<file path="src/logic/memStagePkg.sv">
package memStagePkg;

    // Decoded memory and coprocessor operations from execute
    typedef enum logic [3:0] {
        opNone,
        opLw,
        opLh,
        opLhu,
        opLb,
        opLbu,
        opSw,
        opSh,
        opSb,
        opMfc0,
        opMtc0,
        opEret
    } memOp;

    // Request to the pipeline controller
    typedef enum logic [1:0] {
        kNone,
        kKernelEntry,
        kEret
    } kernelCtrl;

    // Cause codes
    localparam logic [4:0] excNone = 5'd0;
    localparam logic [4:0] excInt  = 5'd0;
    localparam logic [4:0] excAdEL = 5'd4;
    localparam logic [4:0] excAdES = 5'd5;

    // Address map
    localparam logic [31:0] dataStartAddr = 32'h0000_0000;
    localparam logic [31:0] dataEndAddr   = 32'h0000_3000;
    localparam logic [31:0] textStartAddr = 32'h0000_3000;
    localparam int memWords    = int'((dataEndAddr - dataStartAddr) >> 2);
    localparam int memAddrBits = $clog2(memWords);

    // CP0 register numbers
    localparam logic [4:0] regSr    = 5'd12;
    localparam logic [4:0] regCause = 5'd13;
    localparam logic [4:0] regEpc   = 5'd14;
    localparam logic [4:0] regPrId  = 5'd15;

    localparam logic [31:0] prIdValue = 32'h0001_8a20;

    function automatic logic isLoad(memOp op);
        return op inside {opLw, opLh, opLhu, opLb, opLbu};
    endfunction

    function automatic logic isStore(memOp op);
        return op inside {opSw, opSh, opSb};
    endfunction

endpackage

</file>
<file path="src/logic/stageBuses.sv">


// MEM/WB register contents
interface memWbBus
    import memStagePkg::*;
();
    memOp        op;
    logic [31:0] pc;
    logic [31:0] memWord;
    logic [1:0]  offset;
    logic [4:0]  regWriteAddr;
    logic [31:0] regWriteData;

    modport memoryStage(output op, pc, memWord, offset, regWriteAddr, regWriteData);
    modport writebackStage(input op, pc, memWord, offset, regWriteAddr, regWriteData);
endinterface

</file>
<file path="src/logic/writebackStage.sv">
module writebackStage
    import memStagePkg::*;
(
    memWbBus.writebackStage wb,
    output logic [4:0]  wbAddr,
    output logic [31:0] wbData,
    output logic [31:0] wbPc
);

    logic [7:0]  laneByte;
    logic [15:0] laneHalf;

    // Lane picked by the low address bits
    assign laneByte = wb.memWord[{wb.offset, 3'b000} +: 8];
    assign laneHalf = wb.offset[1] ? wb.memWord[31:16] : wb.memWord[15:0];

    always_comb begin
        case (wb.op)
            opLb:    wbData = {{24{laneByte[7]}}, laneByte};
            opLbu:   wbData = {24'b0, laneByte};
            opLh:    wbData = {{16{laneHalf[15]}}, laneHalf};
            opLhu:   wbData = {16'b0, laneHalf};
            default: wbData = wb.regWriteData;
        endcase
    end

    assign wbAddr = wb.regWriteAddr;
    assign wbPc   = wb.pc;

endmodule

</file>
<file path="src/flat_wrapper.sv">
// flat-port wrapper written by rule: the top's interface ports become plain ports
module writebackStage_flat import memStagePkg::*;
  (wbAddr, wbData, wbPc, wb_op, wb_pc, wb_memWord, wb_offset, wb_regWriteAddr, wb_regWriteData);
  memWbBus wb_i ();
  output logic [4:0] wbAddr;
  output logic [31:0] wbData;
  output logic [31:0] wbPc;
  input wire logic [$bits(wb_i.op)-1:0] wb_op;
  input wire logic [$bits(wb_i.pc)-1:0] wb_pc;
  input wire logic [$bits(wb_i.memWord)-1:0] wb_memWord;
  input wire logic [$bits(wb_i.offset)-1:0] wb_offset;
  input wire logic [$bits(wb_i.regWriteAddr)-1:0] wb_regWriteAddr;
  input wire logic [$bits(wb_i.regWriteData)-1:0] wb_regWriteData;
  assign wb_i.op = wb_op;
  assign wb_i.pc = wb_pc;
  assign wb_i.memWord = wb_memWord;
  assign wb_i.offset = wb_offset;
  assign wb_i.regWriteAddr = wb_regWriteAddr;
  assign wb_i.regWriteData = wb_regWriteData;
  writebackStage u_core (.wb(wb_i), .wbAddr(wbAddr), .wbData(wbData), .wbPc(wbPc));
endmodule
</file>
<file path="config.mk">
export PLATFORM = sky130hd
export DESIGN_NAME = writebackStage_flat
export DESIGN_NICKNAME = d
export VERILOG_FILES = /design/src/logic/memStagePkg.sv /design/src/logic/stageBuses.sv /design/src/logic/writebackStage.sv /design/src/flat_wrapper.sv
export SDC_FILE = /design/constraint.sdc
export NUM_CORES = 1
export LEC_CHECK = 0
export ABC_AREA = 1
export BUFFER_PORTS_ARGS = -buffer_cell sky130_fd_sc_hd__buf_2
export CORE_AREA = 2 2 68 70
export DETAILED_ROUTE_END_ITERATION = 10
export DIE_AREA = 0 0 70 72
export PLACE_DENSITY = 0.73
export RECOVER_POWER = 25
export SYNTH_ARGS = -nofsm -noshare
export SYNTH_HDL_FRONTEND = slang
export SYNTH_SLANG_ARGS = --single-unit
</file>
<file path="constraint.sdc">
create_clock -name vclk -period 2.4
set_input_delay 0.72 -clock vclk [all_inputs]
set_output_delay 0.72 -clock vclk [all_outputs]
set_load 0.03 [all_outputs]
</file>
### Word-level counts from Yosys, hierarchy flattened

Index checks and enable logic that the tools add are counted.

| cells by class | value |
|---|---|
| equal/unequal tests | 4 |
| shift-type cells | 1 |
| multiplexer cells | 2 |

Operators with widths:

| cell | count |
|---|---|
| $pmux W32 S4 | 1 |
| $shiftx A32 B6 Y8 | 1 |
| $mux W16 | 1 |
| $eq A4 B2 Y1 const B | 2 |
| $eq A4 B3 Y1 const B | 2 |

| word-level totals | value |
|---|---|
| bits in registers | 0 |
| input bits | 107 |
| output and inout port bits | 69 |
| logic and storage cells | 7 |

### Longest topological paths before layout

| depth | value |
|---|---|
| depth in word-level cells | 2 |
| mapped depth | 8 |
| gate-level depth less buffers | 6 |

### Worst setup path after synthesis

OpenSTA, ideal clock, no wires.

| timing path | value |
|---|---|
| path kind | in2out |
| from | input port wb_offset[1] |
| to | output port wbData[16] |
| arrival time | 1.561 ns |
| data required time | 1.680 ns |
| path slack | 0.119 ns |
| stages | 7 |
| path buffers | 2 |
| cells stage by stage | buf_6 > inv_4 > nand2_4 > and2_4 > nand3_4 > buf_6 > nand3_1 |

| on the way | value |
|---|---|
| longest elaborated chain between the ends | 2 |
| elaborated cells between the ends (all ways) | 3 |
| classes of those cells | 1 x shift; 2 x mux |

Ends and longest elaborated chain:

| item | line | source |
|---|---|---|
| start: declaration | flat_wrapper.sv:11 | `input wire logic [$bits(wb_i.offset)-1:0] wb_offset;` |
| $shiftx A32 B6 Y8 / $mux W16 (equally long branches) | writebackStage.sv:14, writebackStage.sv:15 |  |
| $pmux W32 S4 * | writebackStage.sv:18 | `case (wb.op)` |
| end: declaration | flat_wrapper.sv:6 | `output logic [31:0] wbData;` |

Mark *: on every way between the ends. The rest lies on a longest branch, timed or not.

### Worst setup path after layout

| timing path | value |
|---|---|
| from | input port wb_op[3] |
| to | output port wbData[31] |

| on the way | value |
|---|---|
| longest elaborated chain between the ends | 2 |
| elaborated cells between the ends (all ways) | 5 |
| classes of those cells | 4 x eq/ne; 1 x mux |

Ends and longest elaborated chain:

| item | line | source |
|---|---|---|
| start: declaration | flat_wrapper.sv:8 | `input wire logic [$bits(wb_i.op)-1:0] wb_op;` |
| $eq A4 B2 Y1 / $eq A4 B3 Y1 (equally long branches) | writebackStage.sv:18 |  |
| $pmux W32 S4 * | writebackStage.sv:18 |  |

Marks and branches as above.

==> results.cfg <==
[hold_path]
hold_class = input pin to output port
hold_depth = 0
holdPathEnd = wbPc[20]
min-delay-start = wb_pc[20]

[power]
power_density_mw_per_mm2 = 257
power_leakage_nw = 1.11
ir_worst_vdd_mv = 0.0836

[worst_setup_path]
cp-start-kind = input pin
crit_fanout = 6
crit_required_ns = 1.68
cp.depth = 7
slowest_stage = nor2_4
crit_chain = buf_8 > nor2_4 > nand2_4 > nor2_4 > nand2_4 > nand3_2 > buf_6
cpPeakStageDelay_ns = 0.26
cp.arrival_ns = 1.73
crit_buf_inv = 2
critPathKind = input pin to output port
end_kind = output port
cp_top_family = simple AND/OR/NAND/NOR gates

[drt]
drc = 0
wl_met3_um = 333
highest_layer = met4
wire_per_inst_um = 14.3
drtAntennaViolNets = 0
totalWireLength_mm = 4.64
dr.pass1.iters = 4
met2_length_mm = 2.46
wl_met1_mm = 1.68
vias_per_cell = 4.68
via_count = 1522
dr.first_iter.drc_count = 26

[timing]
finalSetupViolations = 16
slew_headroom = 0.818
tightest_slew_ns = 0.272
setup_tns_ns = -0.420
finalMaxSlewViolations = 0
period_share = 1.02
rsz0062_at_grt = yes
final-hold-violation-count = 0
final.min_clock_period_ns = 2.45
fmax_mhz = 409
setup_ws_ns = -0.0460

[floorplanning]
die_width_um = 70
dieArea_mm2 = 0.00504
rows = 24
die_h_um = 72
initial_core_util = 0.248
ios = 176
fp.coreArea_mm2 = 0.00426

[place]
dp.final_hpwl_mm = 3.09
place_inst = 321
port-buffer-count = 102
placed_cell_area_mm2 = 0.00133
place_congestion = 0.726

[grt]
grt_pass1_vias = 1392
grt_pass1_wl_mm = 6.62
antenna_found_initial = 0
grt-ovfl-total = 0
grt_usage = 0.160
grt_max_degree = 33

[final_layout]
fin_area_mm2 = 0.00174
drive_above_1_share = 0.557
antenna_cells = 0
fin_cells = 325
clkbuf_count = 0
synthToLayoutAreaGrowth_pct = 64.9
fillers = 442
post-route-util = 0.408
seq_cell_count = 0
fin_nets = 382
regArea_um2 = 0

[synth]
synth_seq_area_share = 0
yosys.cell_count.top_type = nand2_1
yosys_warnings = 0
synth.distinct_cells = 15
synth_area_leader_cell = nand2_1
synth_area_leaders = nand2_1 29%, buf_4 28%, nand3_1 17%
syn_area_mm2 = 0.00106
synth_nets = 313
syn_avg_cell_area_um2 = 5.13
synthCells = 206
synth_top_area_frac = 0.288
synth_common_cells = 81 x nand2_1, 40 x buf_4, 36 x nand3_1, 21 x nor2_1, 9 x inv_1

[outcome]
status = finished with violations
violations = setup timing

[flow_run]
drv_cap = 0

[clock_tree]
cts_hold_buffers = 0
where the power goes:
| group | leakage, nW | internal, mW | switching [mW] |
|---|---|---|---|
| clock network | 0 | 0 | 0 |
| registers | 0 | 0 | 0 |
| logic | 1.11 | 0.189 | 0.258 |
| total | 1.11 | 0.189 | 0.258 |
logic make-up (layout without fill, tap and decap cells):
logic type,count (synthesis),after routing,synth area share
AND/OR/NAND/NOR,148,152,0.618
buffers and inverters,58,121,0.382
layer usage:
metal	vias to the layer above	global-route usage
met3	20	0.0264
li1	743	-
met2	80	0.315
met4	0	0.0513
met1	679	0.175
met5	-	0
worst max path at each step:
stage / start / to / slack (ns)
detailed placement: wb_op[1] / wbData[14] / -0.24
floorplan: wb_offset[1] / wbData[16] / 0.12
global placement: wb_op[1] / wbData[19] / -0.17
finish: wb_op[3] / wbData[31] / -0.05
CTS: wb_op[2] / wbData[8] / -0.01
global route: wb_op[3] / wbData[12] / -0.1
layout make-up:
type	count	area, um2	share of cell area
Multi-Input combinational cell	152	852	0.489
Timing Repair Buffer	109	762	0.438
Tap cell	52	65.1	0.0374
Inverter	12	62.6	0.0359
cells in the final DEF (no fill, tap or decap):
| master | synthesis | layout |
|---|---|---|
| nor2_1 | 21 | 21 |
| nand3_1 | 36 | 15 |
| buf_8 | 0 | 1 |
| nand3_4 | 1 | 3 |
| buf_4 | 40 | 6 |
| buf_2 | 2 | 69 |
| inv_4 | 1 | 1 |
| nand2_2 | 2 | 3 |
| and2_4 | 1 | 1 |
| buf_6 | 4 | 29 |
| inv_1 | 9 | 8 |
| nand3_2 | 1 | 21 |
| clkbuf_4 | 0 | 4 |
| nor2_2 | 3 | 1 |
| inv_8 | 0 | 2 |
| inv_2 | 2 | 1 |
| nand2_1 | 81 | 77 |
| nor2_4 | 0 | 2 |
| nand2_4 | 2 | 8 |
through the flow:
stage	hold slack, ns	setup slack (ns)	power (mW)
after floorplan	1.57	0.119	0.338
after global placement	1.44	-0.167	0.340
after detailed placement	1.44	-0.240	0.345
after CTS	1.44	-0.0122	0.386
after global routing	1.44	-0.0996	0.481
final	1.44	-0.0460	0.447
what timing repair did:
item | 4_1_cts | 5_1_grt
gates resized for setup | 39 | 69
pin swaps | 1 | 13
buffers inserted | 0 | 0
gates cloned | 2 | 2
endpoints found under the setup margin | 32 | 32
(Power assumes the default switching activity.)
