--- src/logic/memStagePkg.sv ---
package memStagePkg;

    // Decoded memory and coprocessor operations from execute
    typedef enum logic [3:0] {
        opNone,
        opLw,
        opLh,
        opLhu,
        opLb,
        opLbu,
        opSw,
        opSh,
        opSb,
        opMfc0,
        opMtc0,
        opEret
    } memOp;

    // Request to the pipeline controller
    typedef enum logic [1:0] {
        kNone,
        kKernelEntry,
        kEret
    } kernelCtrl;

    // Cause codes
    localparam logic [4:0] excNone = 5'd0;
    localparam logic [4:0] excInt  = 5'd0;
    localparam logic [4:0] excAdEL = 5'd4;
    localparam logic [4:0] excAdES = 5'd5;

    // Address map
    localparam logic [31:0] dataStartAddr = 32'h0000_0000;
    localparam logic [31:0] dataEndAddr   = 32'h0000_3000;
    localparam logic [31:0] textStartAddr = 32'h0000_3000;
    localparam int memWords    = int'((dataEndAddr - dataStartAddr) >> 2);
    localparam int memAddrBits = $clog2(memWords);

    // CP0 register numbers
    localparam logic [4:0] regSr    = 5'd12;
    localparam logic [4:0] regCause = 5'd13;
    localparam logic [4:0] regEpc   = 5'd14;
    localparam logic [4:0] regPrId  = 5'd15;

    localparam logic [31:0] prIdValue = 32'h0001_8a20;

    function automatic logic isLoad(memOp op);
        return op inside {opLw, opLh, opLhu, opLb, opLbu};
    endfunction

    function automatic logic isStore(memOp op);
        return op inside {opSw, opSh, opSb};
    endfunction

endpackage

--- src/logic/stageBuses.sv ---
// Memory stage to data RAM
interface dataMemBus;
    logic [29:0] wordAddr;
    logic [31:0] writeData;
    logic [3:0]  byteEnable;
    logic [31:0] readData;

    modport memoryStage(output wordAddr, writeData, byteEnable, input readData);
    modport dataMemory(input wordAddr, writeData, byteEnable, output readData);
endinterface

// MEM/WB register contents
interface memWbBus
    import memStagePkg::*;
();
    memOp        op;
    logic [31:0] pc;
    logic [31:0] memWord;
    logic [1:0]  offset;
    logic [4:0]  regWriteAddr;
    logic [31:0] regWriteData;

    modport memoryStage(output op, pc, memWord, offset, regWriteAddr, regWriteData);
    modport writebackStage(input op, pc, memWord, offset, regWriteAddr, regWriteData);
endinterface

--- src/logic/coprocessor0.sv ---
module coprocessor0
    import memStagePkg::*;
(
    input  logic        clk,
    input  logic        reset,
    input  memOp        op,
    input  logic [31:0] pc,
    input  logic [31:0] writeData,
    input  logic [4:0]  regNum,
    input  logic        inDelaySlot,
    input  logic [5:0]  hwInt,
    input  logic [4:0]  exc,
    output kernelCtrl   kernel,
    output logic [29:0] epc,
    output logic        excBranchDelay,
    output logic [31:0] readData
);

    // Status fields
    logic [5:0]  im;
    logic        exl;
    logic        ie;

    // Cause fields
    logic [5:0]  ip;
    logic [4:0]  excCode;
    logic        bd;

    logic [29:0] epcWord;

    logic [31:0] sr;
    logic [31:0] cause;
    logic        interrupt;
    logic        exception;
    logic        enter;

    assign sr    = {16'b0, im, 8'b0, exl, ie};
    assign cause = {bd, 15'b0, ip, 3'b0, excCode, 2'b00};

    assign interrupt = (|(im & hwInt)) && ie && !exl;
    assign exception = exc != excNone;
    assign enter     = interrupt || exception;

    // Decision goes out in the same cycle
    always_comb begin
        if (enter) begin
            kernel = kKernelEntry;
        end else if (op == opEret) begin
            kernel = kEret;
        end else begin
            kernel = kNone;
        end
    end

    assign excBranchDelay = enter && inDelaySlot;
    assign epc            = epcWord;

    always_comb begin
        readData = 32'b0;
        if (op == opMfc0) begin
            case (regNum)
                regSr:    readData = sr;
                regCause: readData = cause;
                regEpc:   readData = {epcWord, 2'b00};
                regPrId:  readData = prIdValue;
                default:  readData = 32'b0;
            endcase
        end
    end

    always_ff @(posedge clk) begin
        if (reset) begin
            im      <= 6'b111111;
            exl     <= 1'b0;
            ie      <= 1'b1;
            ip      <= 6'b0;
            excCode <= excNone;
            bd      <= 1'b0;
            epcWord <= textStartAddr[31:2];
        end else begin
            ip <= hwInt;
            if (enter) begin
                exl     <= 1'b1;
                excCode <= interrupt ? excInt : exc;
                bd      <= inDelaySlot;
                // Delay slot restarts at the branch
                epcWord <= inDelaySlot ? pc[31:2] - 30'd1 : pc[31:2];
            end else if (op == opEret) begin
                exl     <= 1'b0;
                excCode <= excNone;
                bd      <= 1'b0;
            end else if (op == opMtc0) begin
                if (regNum == regSr) begin
                    {im, exl, ie} <= {writeData[15:10], writeData[1], writeData[0]};
                end else if (regNum == regEpc) begin
                    epcWord <= writeData[31:2];
                end
            end
        end
    end

endmodule

--- src/logic/memAccessCheck.sv ---
module memAccessCheck
    import memStagePkg::*;
(
    input  memOp        op,
    input  logic [31:0] addr,
    input  logic [31:0] storeData,
    input  logic        enable,
    output logic [29:0] wordAddr,
    output logic [3:0]  byteEnable,
    output logic [31:0] writeData,
    output logic [1:0]  offset,
    output logic [4:0]  exc
);

    logic       inRange;
    logic       misaligned;
    logic [3:0] lanes;

    assign wordAddr = addr[31:2];
    assign offset   = addr[1:0];

    // Unsigned wrap keeps this a single compare for any start address
    assign inRange = (addr - dataStartAddr) < (dataEndAddr - dataStartAddr);

    always_comb begin
        misaligned = 1'b0;
        case (op)
            opLw, opSw: misaligned = addr[1:0] != 2'b00;
            opLh, opLhu, opSh: misaligned = addr[0];
            default: misaligned = 1'b0;
        endcase
    end

    // Lane enables and data placed in the addressed lane
    always_comb begin
        lanes     = 4'b0000;
        writeData = storeData;
        case (op)
            opSw: lanes = 4'b1111;
            opSh: begin
                lanes     = 4'b0011 << {addr[1], 1'b0};
                writeData = storeData << {addr[1], 4'b0000};
            end
            opSb: begin
                lanes     = 4'b0001 << addr[1:0];
                writeData = storeData << {addr[1:0], 3'b000};
            end
            default: lanes = 4'b0000;
        endcase
    end

    always_comb begin
        exc = excNone;
        if (isLoad(op) && (misaligned || !inRange)) begin
            exc = excAdEL;
        end else if (isStore(op) && (misaligned || !inRange)) begin
            exc = excAdES;
        end
    end

    // No write for a faulting store or while the controller holds memory off
    assign byteEnable = (enable && exc == excNone) ? lanes : 4'b0000;

endmodule

--- src/logic/memoryStage.sv ---
module memoryStage
    import memStagePkg::*;
(
    input  logic        clk,
    input  logic        reset,
    input  memOp        op,
    input  logic [31:0] pc,
    input  logic [4:0]  excIn,
    input  logic        inDelaySlot,
    input  logic [31:0] aluOut,
    input  logic [31:0] rtData,
    input  logic [4:0]  rtAddr,
    input  logic [4:0]  rdAddr,
    input  logic [4:0]  regWriteAddr,
    input  logic [31:0] regWriteDataIn,
    input  logic        stall,
    input  logic        clear,
    input  logic        disableMem,
    input  logic [5:0]  hwInt,
    input  logic [4:0]  wbAddr,
    input  logic [31:0] wbData,
    dataMemBus.memoryStage mem,
    memWbBus.memoryStage   wb,
    output kernelCtrl   kernel,
    output logic [29:0] epc,
    output logic        excBranchDelay
);

    logic [31:0] storeValue;
    logic [1:0]  accessOffset;
    logic [4:0]  accessExc;
    logic [4:0]  excMerged;
    logic [31:0] cp0Data;
    logic [31:0] writeValue;

    // Writeback result bypasses the stale rt value
    assign storeValue = (wbAddr == rtAddr && rtAddr != 5'd0) ? wbData : rtData;

    memAccessCheck accessCheck (
        .op         (op),
        .addr       (aluOut),
        .storeData  (storeValue),
        .enable     (!disableMem),
        .wordAddr   (mem.wordAddr),
        .byteEnable (mem.byteEnable),
        .writeData  (mem.writeData),
        .offset     (accessOffset),
        .exc        (accessExc)
    );

    // Earlier stages win
    assign excMerged = (excIn != excNone) ? excIn : accessExc;

    coprocessor0 cp0 (
        .clk            (clk),
        .reset          (reset),
        .op             (op),
        .pc             (pc),
        .writeData      (storeValue),
        .regNum         (rdAddr),
        .inDelaySlot    (inDelaySlot),
        .hwInt          (hwInt),
        .exc            (excMerged),
        .kernel         (kernel),
        .epc            (epc),
        .excBranchDelay (excBranchDelay),
        .readData       (cp0Data)
    );

    always_comb begin
        if (op == opMfc0) begin
            writeValue = cp0Data;
        end else if (isLoad(op)) begin
            writeValue = mem.readData;
        end else begin
            writeValue = regWriteDataIn;
        end
    end

    // MEM/WB register, clear beats stall
    always_ff @(posedge clk) begin
        if (reset || clear) begin
            wb.op           <= opNone;
            wb.pc           <= 32'b0;
            wb.memWord      <= 32'b0;
            wb.offset       <= 2'b00;
            wb.regWriteAddr <= 5'd0;
            wb.regWriteData <= 32'b0;
        end else if (!stall) begin
            wb.op           <= op;
            wb.pc           <= pc;
            wb.memWord      <= mem.readData;
            wb.offset       <= accessOffset;
            wb.regWriteAddr <= regWriteAddr;
            wb.regWriteData <= writeValue;
        end
    end

endmodule

--- src/flat_wrapper.sv ---
// flat-port wrapper written by rule: the top's interface ports become plain ports
module memoryStage_flat import memStagePkg::*;
  (clk, reset, op, pc, excIn, inDelaySlot, aluOut, rtData, rtAddr, rdAddr, regWriteAddr, regWriteDataIn, stall, clear, disableMem, hwInt, wbAddr, wbData, kernel, epc, excBranchDelay, mem_wordAddr, mem_writeData, mem_byteEnable, mem_readData, wb_op, wb_pc, wb_memWord, wb_offset, wb_regWriteAddr, wb_regWriteData);
  dataMemBus mem_i ();
  memWbBus wb_i ();
  input  logic clk;
  input  logic reset;
  input  memOp op;
  input  logic [31:0] pc;
  input  logic [4:0] excIn;
  input  logic inDelaySlot;
  input  logic [31:0] aluOut;
  input  logic [31:0] rtData;
  input  logic [4:0] rtAddr;
  input  logic [4:0] rdAddr;
  input  logic [4:0] regWriteAddr;
  input  logic [31:0] regWriteDataIn;
  input  logic stall;
  input  logic clear;
  input  logic disableMem;
  input  logic [5:0] hwInt;
  input  logic [4:0] wbAddr;
  input  logic [31:0] wbData;
  output kernelCtrl kernel;
  output logic [29:0] epc;
  output logic excBranchDelay;
  output wire logic [$bits(mem_i.wordAddr)-1:0] mem_wordAddr;
  output wire logic [$bits(mem_i.writeData)-1:0] mem_writeData;
  output wire logic [$bits(mem_i.byteEnable)-1:0] mem_byteEnable;
  input wire logic [$bits(mem_i.readData)-1:0] mem_readData;
  output wire logic [$bits(wb_i.op)-1:0] wb_op;
  output wire logic [$bits(wb_i.pc)-1:0] wb_pc;
  output wire logic [$bits(wb_i.memWord)-1:0] wb_memWord;
  output wire logic [$bits(wb_i.offset)-1:0] wb_offset;
  output wire logic [$bits(wb_i.regWriteAddr)-1:0] wb_regWriteAddr;
  output wire logic [$bits(wb_i.regWriteData)-1:0] wb_regWriteData;
  assign mem_wordAddr = mem_i.wordAddr;
  assign mem_writeData = mem_i.writeData;
  assign mem_byteEnable = mem_i.byteEnable;
  assign mem_i.readData = mem_readData;
  assign wb_op = wb_i.op;
  assign wb_pc = wb_i.pc;
  assign wb_memWord = wb_i.memWord;
  assign wb_offset = wb_i.offset;
  assign wb_regWriteAddr = wb_i.regWriteAddr;
  assign wb_regWriteData = wb_i.regWriteData;
  memoryStage u_core (.clk(clk), .reset(reset), .op(op), .pc(pc), .excIn(excIn), .inDelaySlot(inDelaySlot), .aluOut(aluOut), .rtData(rtData), .rtAddr(rtAddr), .rdAddr(rdAddr), .regWriteAddr(regWriteAddr), .regWriteDataIn(regWriteDataIn), .stall(stall), .clear(clear), .disableMem(disableMem), .hwInt(hwInt), .wbAddr(wbAddr), .wbData(wbData), .mem(mem_i), .wb(wb_i), .kernel(kernel), .epc(epc), .excBranchDelay(excBranchDelay));
endmodule
--- config.mk ---
export PLATFORM = sky130hd
export DESIGN_NAME = memoryStage_flat
export DESIGN_NICKNAME = d
export VERILOG_FILES = /design/src/logic/memStagePkg.sv /design/src/logic/stageBuses.sv /design/src/logic/coprocessor0.sv /design/src/logic/memAccessCheck.sv /design/src/logic/memoryStage.sv /design/src/flat_wrapper.sv
export SDC_FILE = /design/constraint.sdc
export NUM_CORES = 1
export LEC_CHECK = 0
export ABC_AREA = 1
export BUFFER_PORTS_ARGS = -buffer_cell sky130_fd_sc_hd__buf_4
export CORE_AREA = 2 2 171 173
export CTS_CLUSTER_DIAMETER = 50
export CTS_CLUSTER_SIZE = 25
export DETAILED_ROUTE_END_ITERATION = 16
export DIE_AREA = 0 0 173 175
export GPL_ROUTABILITY_DRIVEN = 0
export PLACE_DENSITY = 0.66
export SLEW_MARGIN = 20
export SYNTH_ARGS = -nofsm -noshare
export SYNTH_HDL_FRONTEND = slang
export SYNTH_SLANG_ARGS = --single-unit
--- constraint.sdc ---
create_clock -name clk -period 3.85 [get_ports clk]
set_input_delay 0.1925 -clock clk [delete_from_list [all_inputs] [get_ports clk]]
set_output_delay 0.1925 -clock clk [all_outputs]
set_load 0.01 [all_outputs]
======== After elaboration in Yosys (flattened, before gate mapping) ========
Index checks and enable logic that the tools add are counted.
storage, ports and cells
  flip-flop bits (word level) ............. 157
  bits of input ports ..................... 233
  word-level logic and storage cells ...... 99
operators by class
  add/sub/neg operators ................... 1
  magnitude comparators ................... 1
  equal/unequal tests ..................... 18
  shift operators ......................... 4
  mux-type cells .......................... 28
  bitwise logic cells ..................... 3
  reductions and logical operators ........ 31
operator list
  operator               number
  $mux 30                6
  $pmux 32 s4            1
  $mux 32                3
  $pmux 32 s2            1
  $shl 32x5->32          2
  $lt 32x14->1 const B   1
  $sub 30x1->30 const B  1
  $eq 5x4->1 const B     4
  $mux 5                 4
  $reduce_bool 5->1      4
  $eq 4x3->1 const B     4
  $eq 4x4->1 const B     4
  $pmux 4 s3             1
  $reduce_bool 3->1      3
  $eq 4x2->1 const B     2
  $reduce_and 4->1       2
  $reduce_bool 2->1      4
  $logic_and 1x1->1      7
  $and 6x6->6            1
  $mux 1                 6
  $mux 3                 2
  $reduce_or 6->1        1
  $eq 5x5->1             1
  $logic_not 5->1        1
  other kinds (13)       20

======== Logic depth before layout (Yosys ltp) ========
  word-level depth ........................ 12
  depth in mapped cells ................... 15
  mapped depth without buffers ............ 15

======== Modules after synthesis ========
Synthesis repeated with hierarchy kept, for this count alone.
unflattened totals
  cell total of the unflattened synthesis .. 1708
  area total of the unflattened synthesis .. 10296.1 um2
modules (own cells, without submodules)
  module          instances  cells an instance  area an instance (um2)
  memoryStage     1          823                5390.2
  coprocessor0    1          612                3539.6
  memAccessCheck  1          273                1366.3

======== Least setup slack after synthesis ========
No wires, ideal clock.
  path kind ............................... input to output
  start ................................... in rtAddr[0]
  end ..................................... out mem_writeData[20]
  arrival time ............................ 1457 ps
  data required time ...................... 3658 ps
  path slack .............................. 2201 ps
  stages .................................. 11
  cell sequence ........................... inv_1 -> nand2_1 -> nand2_1 -> nor2_4 -> nand3_4 -> buf_2 -> nand2_1 -> o21ai_1 -> o21ai_0 -> o21ai_0 -> a21boi_0
between the ends
  cells in the longest elaborated chain, start to end .. 5
  elaborated cells on any way between the ends .. 7
ends and longest elaborated chain
  item                                             RTL line                                    RTL
  start, declared                                  flat_wrapper.sv:14                          input logic [4:0] rtAddr;
  $eq 5x5->1 or $reduce_bool 5->1 (tied branches)  memoryStage.sv:37                           assign storeValue = (wbAddr == rtAddr && rtAddr != 5'd0) ? wbData : rtData;
  $logic_and 1x1->1 (*)                            memoryStage.sv:37
  $mux 32 (*)                                      memoryStage.sv:37
  $shl 32x5->32, on equally long branches          memAccessCheck.sv:46, memAccessCheck.sv:42
  $pmux 32 s2 (*)                                  memAccessCheck.sv:38                        case (op)
  end, declared                                    flat_wrapper.sv:28                          output wire logic [$bits(mem_i.writeData)-1:0] mem_writeData;
Every way passes the cells marked *; elsewhere a longest branch is shown, timed or not.

======== Worst setup path after layout ========
  start ................................... in hwInt[5]
  end ..................................... out excBranchDelay
between the ends
  cells in the longest elaborated chain, start to end .. 6
ends and longest elaborated chain
  item                            RTL line            RTL
  start, declared                 flat_wrapper.sv:21  input logic [5:0] hwInt;
  $and 6x6->6                     coprocessor0.sv:40  assign interrupt = (|(im & hwInt)) && ie && !exl;
  $reduce_or 6->1                 coprocessor0.sv:40
  $logic_and 1x1->1 (2 in a row)  coprocessor0.sv:40
  $logic_or 1x1->1                coprocessor0.sv:42  assign enter = interrupt || exception;
  $logic_and 1x1->1               coprocessor0.sv:55  assign excBranchDelay = enter && inDelaySlot;
  end, declared                   flat_wrapper.sv:26  output logic excBranchDelay;
Every way passes these cells.

==> impl_metrics.json <==
{
  "syn_nets": 1746,
  "hold_end": "u_core.wb.regWriteAddr[2]",
  "reg2regPathDepth": 10,
  "port_buffers": 418,
  "wl_met1_mm": 17.4,
  "synth_cell_type_count": 43,
  "synth-edff-count": 0,
  "final_hold_viol_count": 0,
  "synth_seq_area_share_pct": 33.5,
  "synthFlopType": "dfxtp_1",
  "end_kind": "output port",
  "min_path_cells": 3,
  "rsz0062_at_grt": "no",
  "netlist_instances": 1512,
  "outcome": "completed",
  "drt_iter0_drc": 925,
  "track_usage_pct": 26.0,
  "r2r_slack_ns": 1.49,
  "drive_above_1_share_pct": 26.9,
  "wire_per_inst_um": 18.0,
  "io_pins": 439,
  "async_flop_share_pct": 0,
  "final_cell_mix": "442 x nand2_1, 429 x buf_4, 164 x nor2_1",
  "synthToLayoutAreaGrowth_pct": 39.8,
  "top_layer": "met4",
  "post-dp-hpwl_mm": 32.0,
  "drv_slew": 0,
  "antenna_cells": 0,
  "skew_ns": 0.0100,
  "setup_viol": 0,
  "fillers": 3020,
  "core_region_area_sq_mm": 0.0284,
  "cts.clk_slew.worst_paths_ns": 0.07,
  "grt_overflow": 0,
  "clock.fmax_ghz": 0.358,
  "htreeDepth": 4,
  "p_per_area_mw_per_mm2": 329,
  "ant_nets": 0,
  "cts_hold_buf": 6,
  "post-cts-setup-buffers": 0,
  "crit_required_ns": 3.66,
  "cp_max_fo": 34,
  "p_int_uw": 2990,
  "finalPower_uw": 4320,
  "comb_power_share_pct": 21.7,
  "cts_tree": "built",
  "final_core_util_pct": 46.2,
  "cts_sinks": 157,
  "stdcell_count": 2253,
  "leakagePower_uw": 0.00654,
  "timing.final.crit_period_ns": 2.79,
  "timing.final.crit_share_pct": 72.5,
  "maxCapViolCount": 0,
  "met3_length_mm": 3.19,
  "cpMaxStageDelayCell": "dlygate4sd3_1",
  "path_class": "input pin to output port",
  "path_cells": "dlygate4sd3_1 > buf_4 > inv_1 > o21ai_0 > a21oi_1 > nand2_1 > nand3_2 > nand3_4 > buf_4 > nand2_2 > inv_1 > buf_4",
  "slew_headroom_pct": 33.3,
  "min-delay-start": "regWriteAddr[2]",
  "route.detailed.drc": 0,
  "grt_pass1_wl_mm": 61.6,
  "dieArea_sq_mm": 0.0303,
  "peakVddDrop_uv": 245,
  "cts_max_path_buffers": 2,
  "final_common_cell": "nand2_1",
  "worstSetupStartpointType": "input pin",
  "ys_warn_count": 0,
  "initial_core_util_pct": 33.1,
  "post_drt_via_cell_ratio": 5.01,
  "rows": 62,
  "syn_area_per_cell_sq_um": 6.21,
  "synth_seq_cells": 157,
  "clk-insertion-delay-late_ns": 0.42,
  "p_sw_uw": 1330,
  "drt_pass1_iterations": 6,
  "tightest_slew_ns": 0.999,
  "worstHoldPathType": "input pin to register",
  "clockPowerShare_pct": 37.7,
  "worstPathArrival_ns": 2.60,
  "critPathMaxStageDelay_ns": 0.54,
  "nNetsFinal": 2091,
  "setup_tns_ns": 0,
  "die_x_um": 173,
  "first_global_vias": 10600,
  "wirelength_mm": 40.5,
  "die_y_um": 175,
  "root_buffer": "clkbuf_16",
  "antenna_found_initial": 0,
  "timing.rr.end": "u_core.cp0.epc[10]",
  "num_vias": 11300,
  "regToRegStartpoint": "u_core.cp0.im[5]",
  "mappedNetlistArea_sq_mm": 0.00939,
  "wl_met2_mm": 18.8,
  "p_sw_share_pct": 30.8,
  "grt_max_degree": 92,
  "cts_inserted_buffers": 17,
  "seqPwrFrac_pct": 40.6,
  "ctsResizeCount": 0,
  "dp_cells": 2216,
  "cp_common_cell": "buf_4"
}
worst max-delay path: cells and delay by family:
kind	cells	cell delay [ns]
and+or+nand+nor	4	0.85
buffers and inverters	6	1.31
AOI/OAI and AO/OA	2	0.21
sequential cells by signal, summed over array words and instances (netlist names):
name,count
u_core.cp0.bd,1
u_core.cp0.epc,30
u_core.cp0.excCode,5
u_core.cp0.exl,1
u_core.cp0.ie,1
u_core.cp0.im,6
u_core.cp0.ip,6
u_core.wb.memWord,32
u_core.wb.offset,2
u_core.wb.op,4
u_core.wb.pc,32
u_core.wb.regWriteAddr,5
u_core.wb.regWriteData,32
worst max path at each step:
| stage | to | cells past startpoint | start |
|---|---|---|---|
| 2_1_floorplan | mem_writeData[20] | 11 | rtAddr[0] |
| 3_3_place_gp | mem_writeData[27] | 14 | rtAddr[0] |
| 3_5_place_dp | mem_writeData[27] | 14 | rtAddr[0] |
| 4_1_cts | excBranchDelay | 12 | hwInt[5] |
| 5_1_grt | mem_writeData[27] | 14 | rtAddr[0] |
| 6_report | excBranchDelay | 12 | hwInt[5] |
power groups by stage:
stage	Clock (uW)	Combinational [uW]	Sequential (uW)
after floorplan	0	422	1800
after global placement	0	920	1790
after detailed placement	0	926	1790
after CTS	1660	935	1760
after global routing	1730	1020	1760
final	1630	936	1760
layer usage:
metal | up-vias | GRT usage [%]
met5 | - | 0
met4 | 0 | 9.18
met3 | 62 | 5.72
met2 | 533 | 42.8
met1 | 5158 | 33.6
li1 | 5544 | -
Yosys cell counts, types with 16 or more instances:
| library cell | n | area (sq um) |
|---|---|---|
| o21ai_0 | 155 | 776 |
| o211ai_1 | 22 | 165 |
| nor2_1 | 165 | 619 |
| nand3_1 | 53 | 265 |
| buf_4 | 32 | 240 |
| nand4_1 | 16 | 100 |
| clkbuf_1 | 60 | 225 |
| inv_1 | 146 | 548 |
| nand2_1 | 442 | 1660 |
| a21oi_1 | 120 | 601 |
| dfxtp_1 | 157 | 3140 |
| a31oi_1 | 23 | 144 |
logic make-up after synthesis:
family                     Yosys count  share of synthesized area, %
DFF                                157                          33.5
xor gates and xnor gates            13                          1.21
adders and majority gates            1                         0.133
AOI/OAI and AO/OA                  356                          20.6
buffers and inverters              260                          12.5
and+or+nand+nor                    725                          32.0
final cells by class:
| cell class | instances | area [sq um] | share of cell area [%] |
|---|---|---|---|
| flip-flops and latches | 157 | 3140 | 24.0 |
| repair buffers | 436 | 3300 | 25.2 |
| clock buffers | 19 | 453 | 3.45 |
| well taps | 384 | 480 | 3.66 |
| inverters | 150 | 566 | 4.31 |
| clock inverters | 12 | 101 | 0.772 |
| multi-input cells | 1095 | 5080 | 38.7 |
through the flow:
stage,area (sq um),hold WS (ns),worst slack (ns)
floorplan,9390,0.299,2.20
global placement,12500,0.385,1.19
detailed placement,12500,0.385,1.14
CTS,13100,0.00341,1.07
global route,13100,0.0174,0.844
finish,13100,0.0224,1.06
No activity file was read; power rests on OpenSTA's default activity.
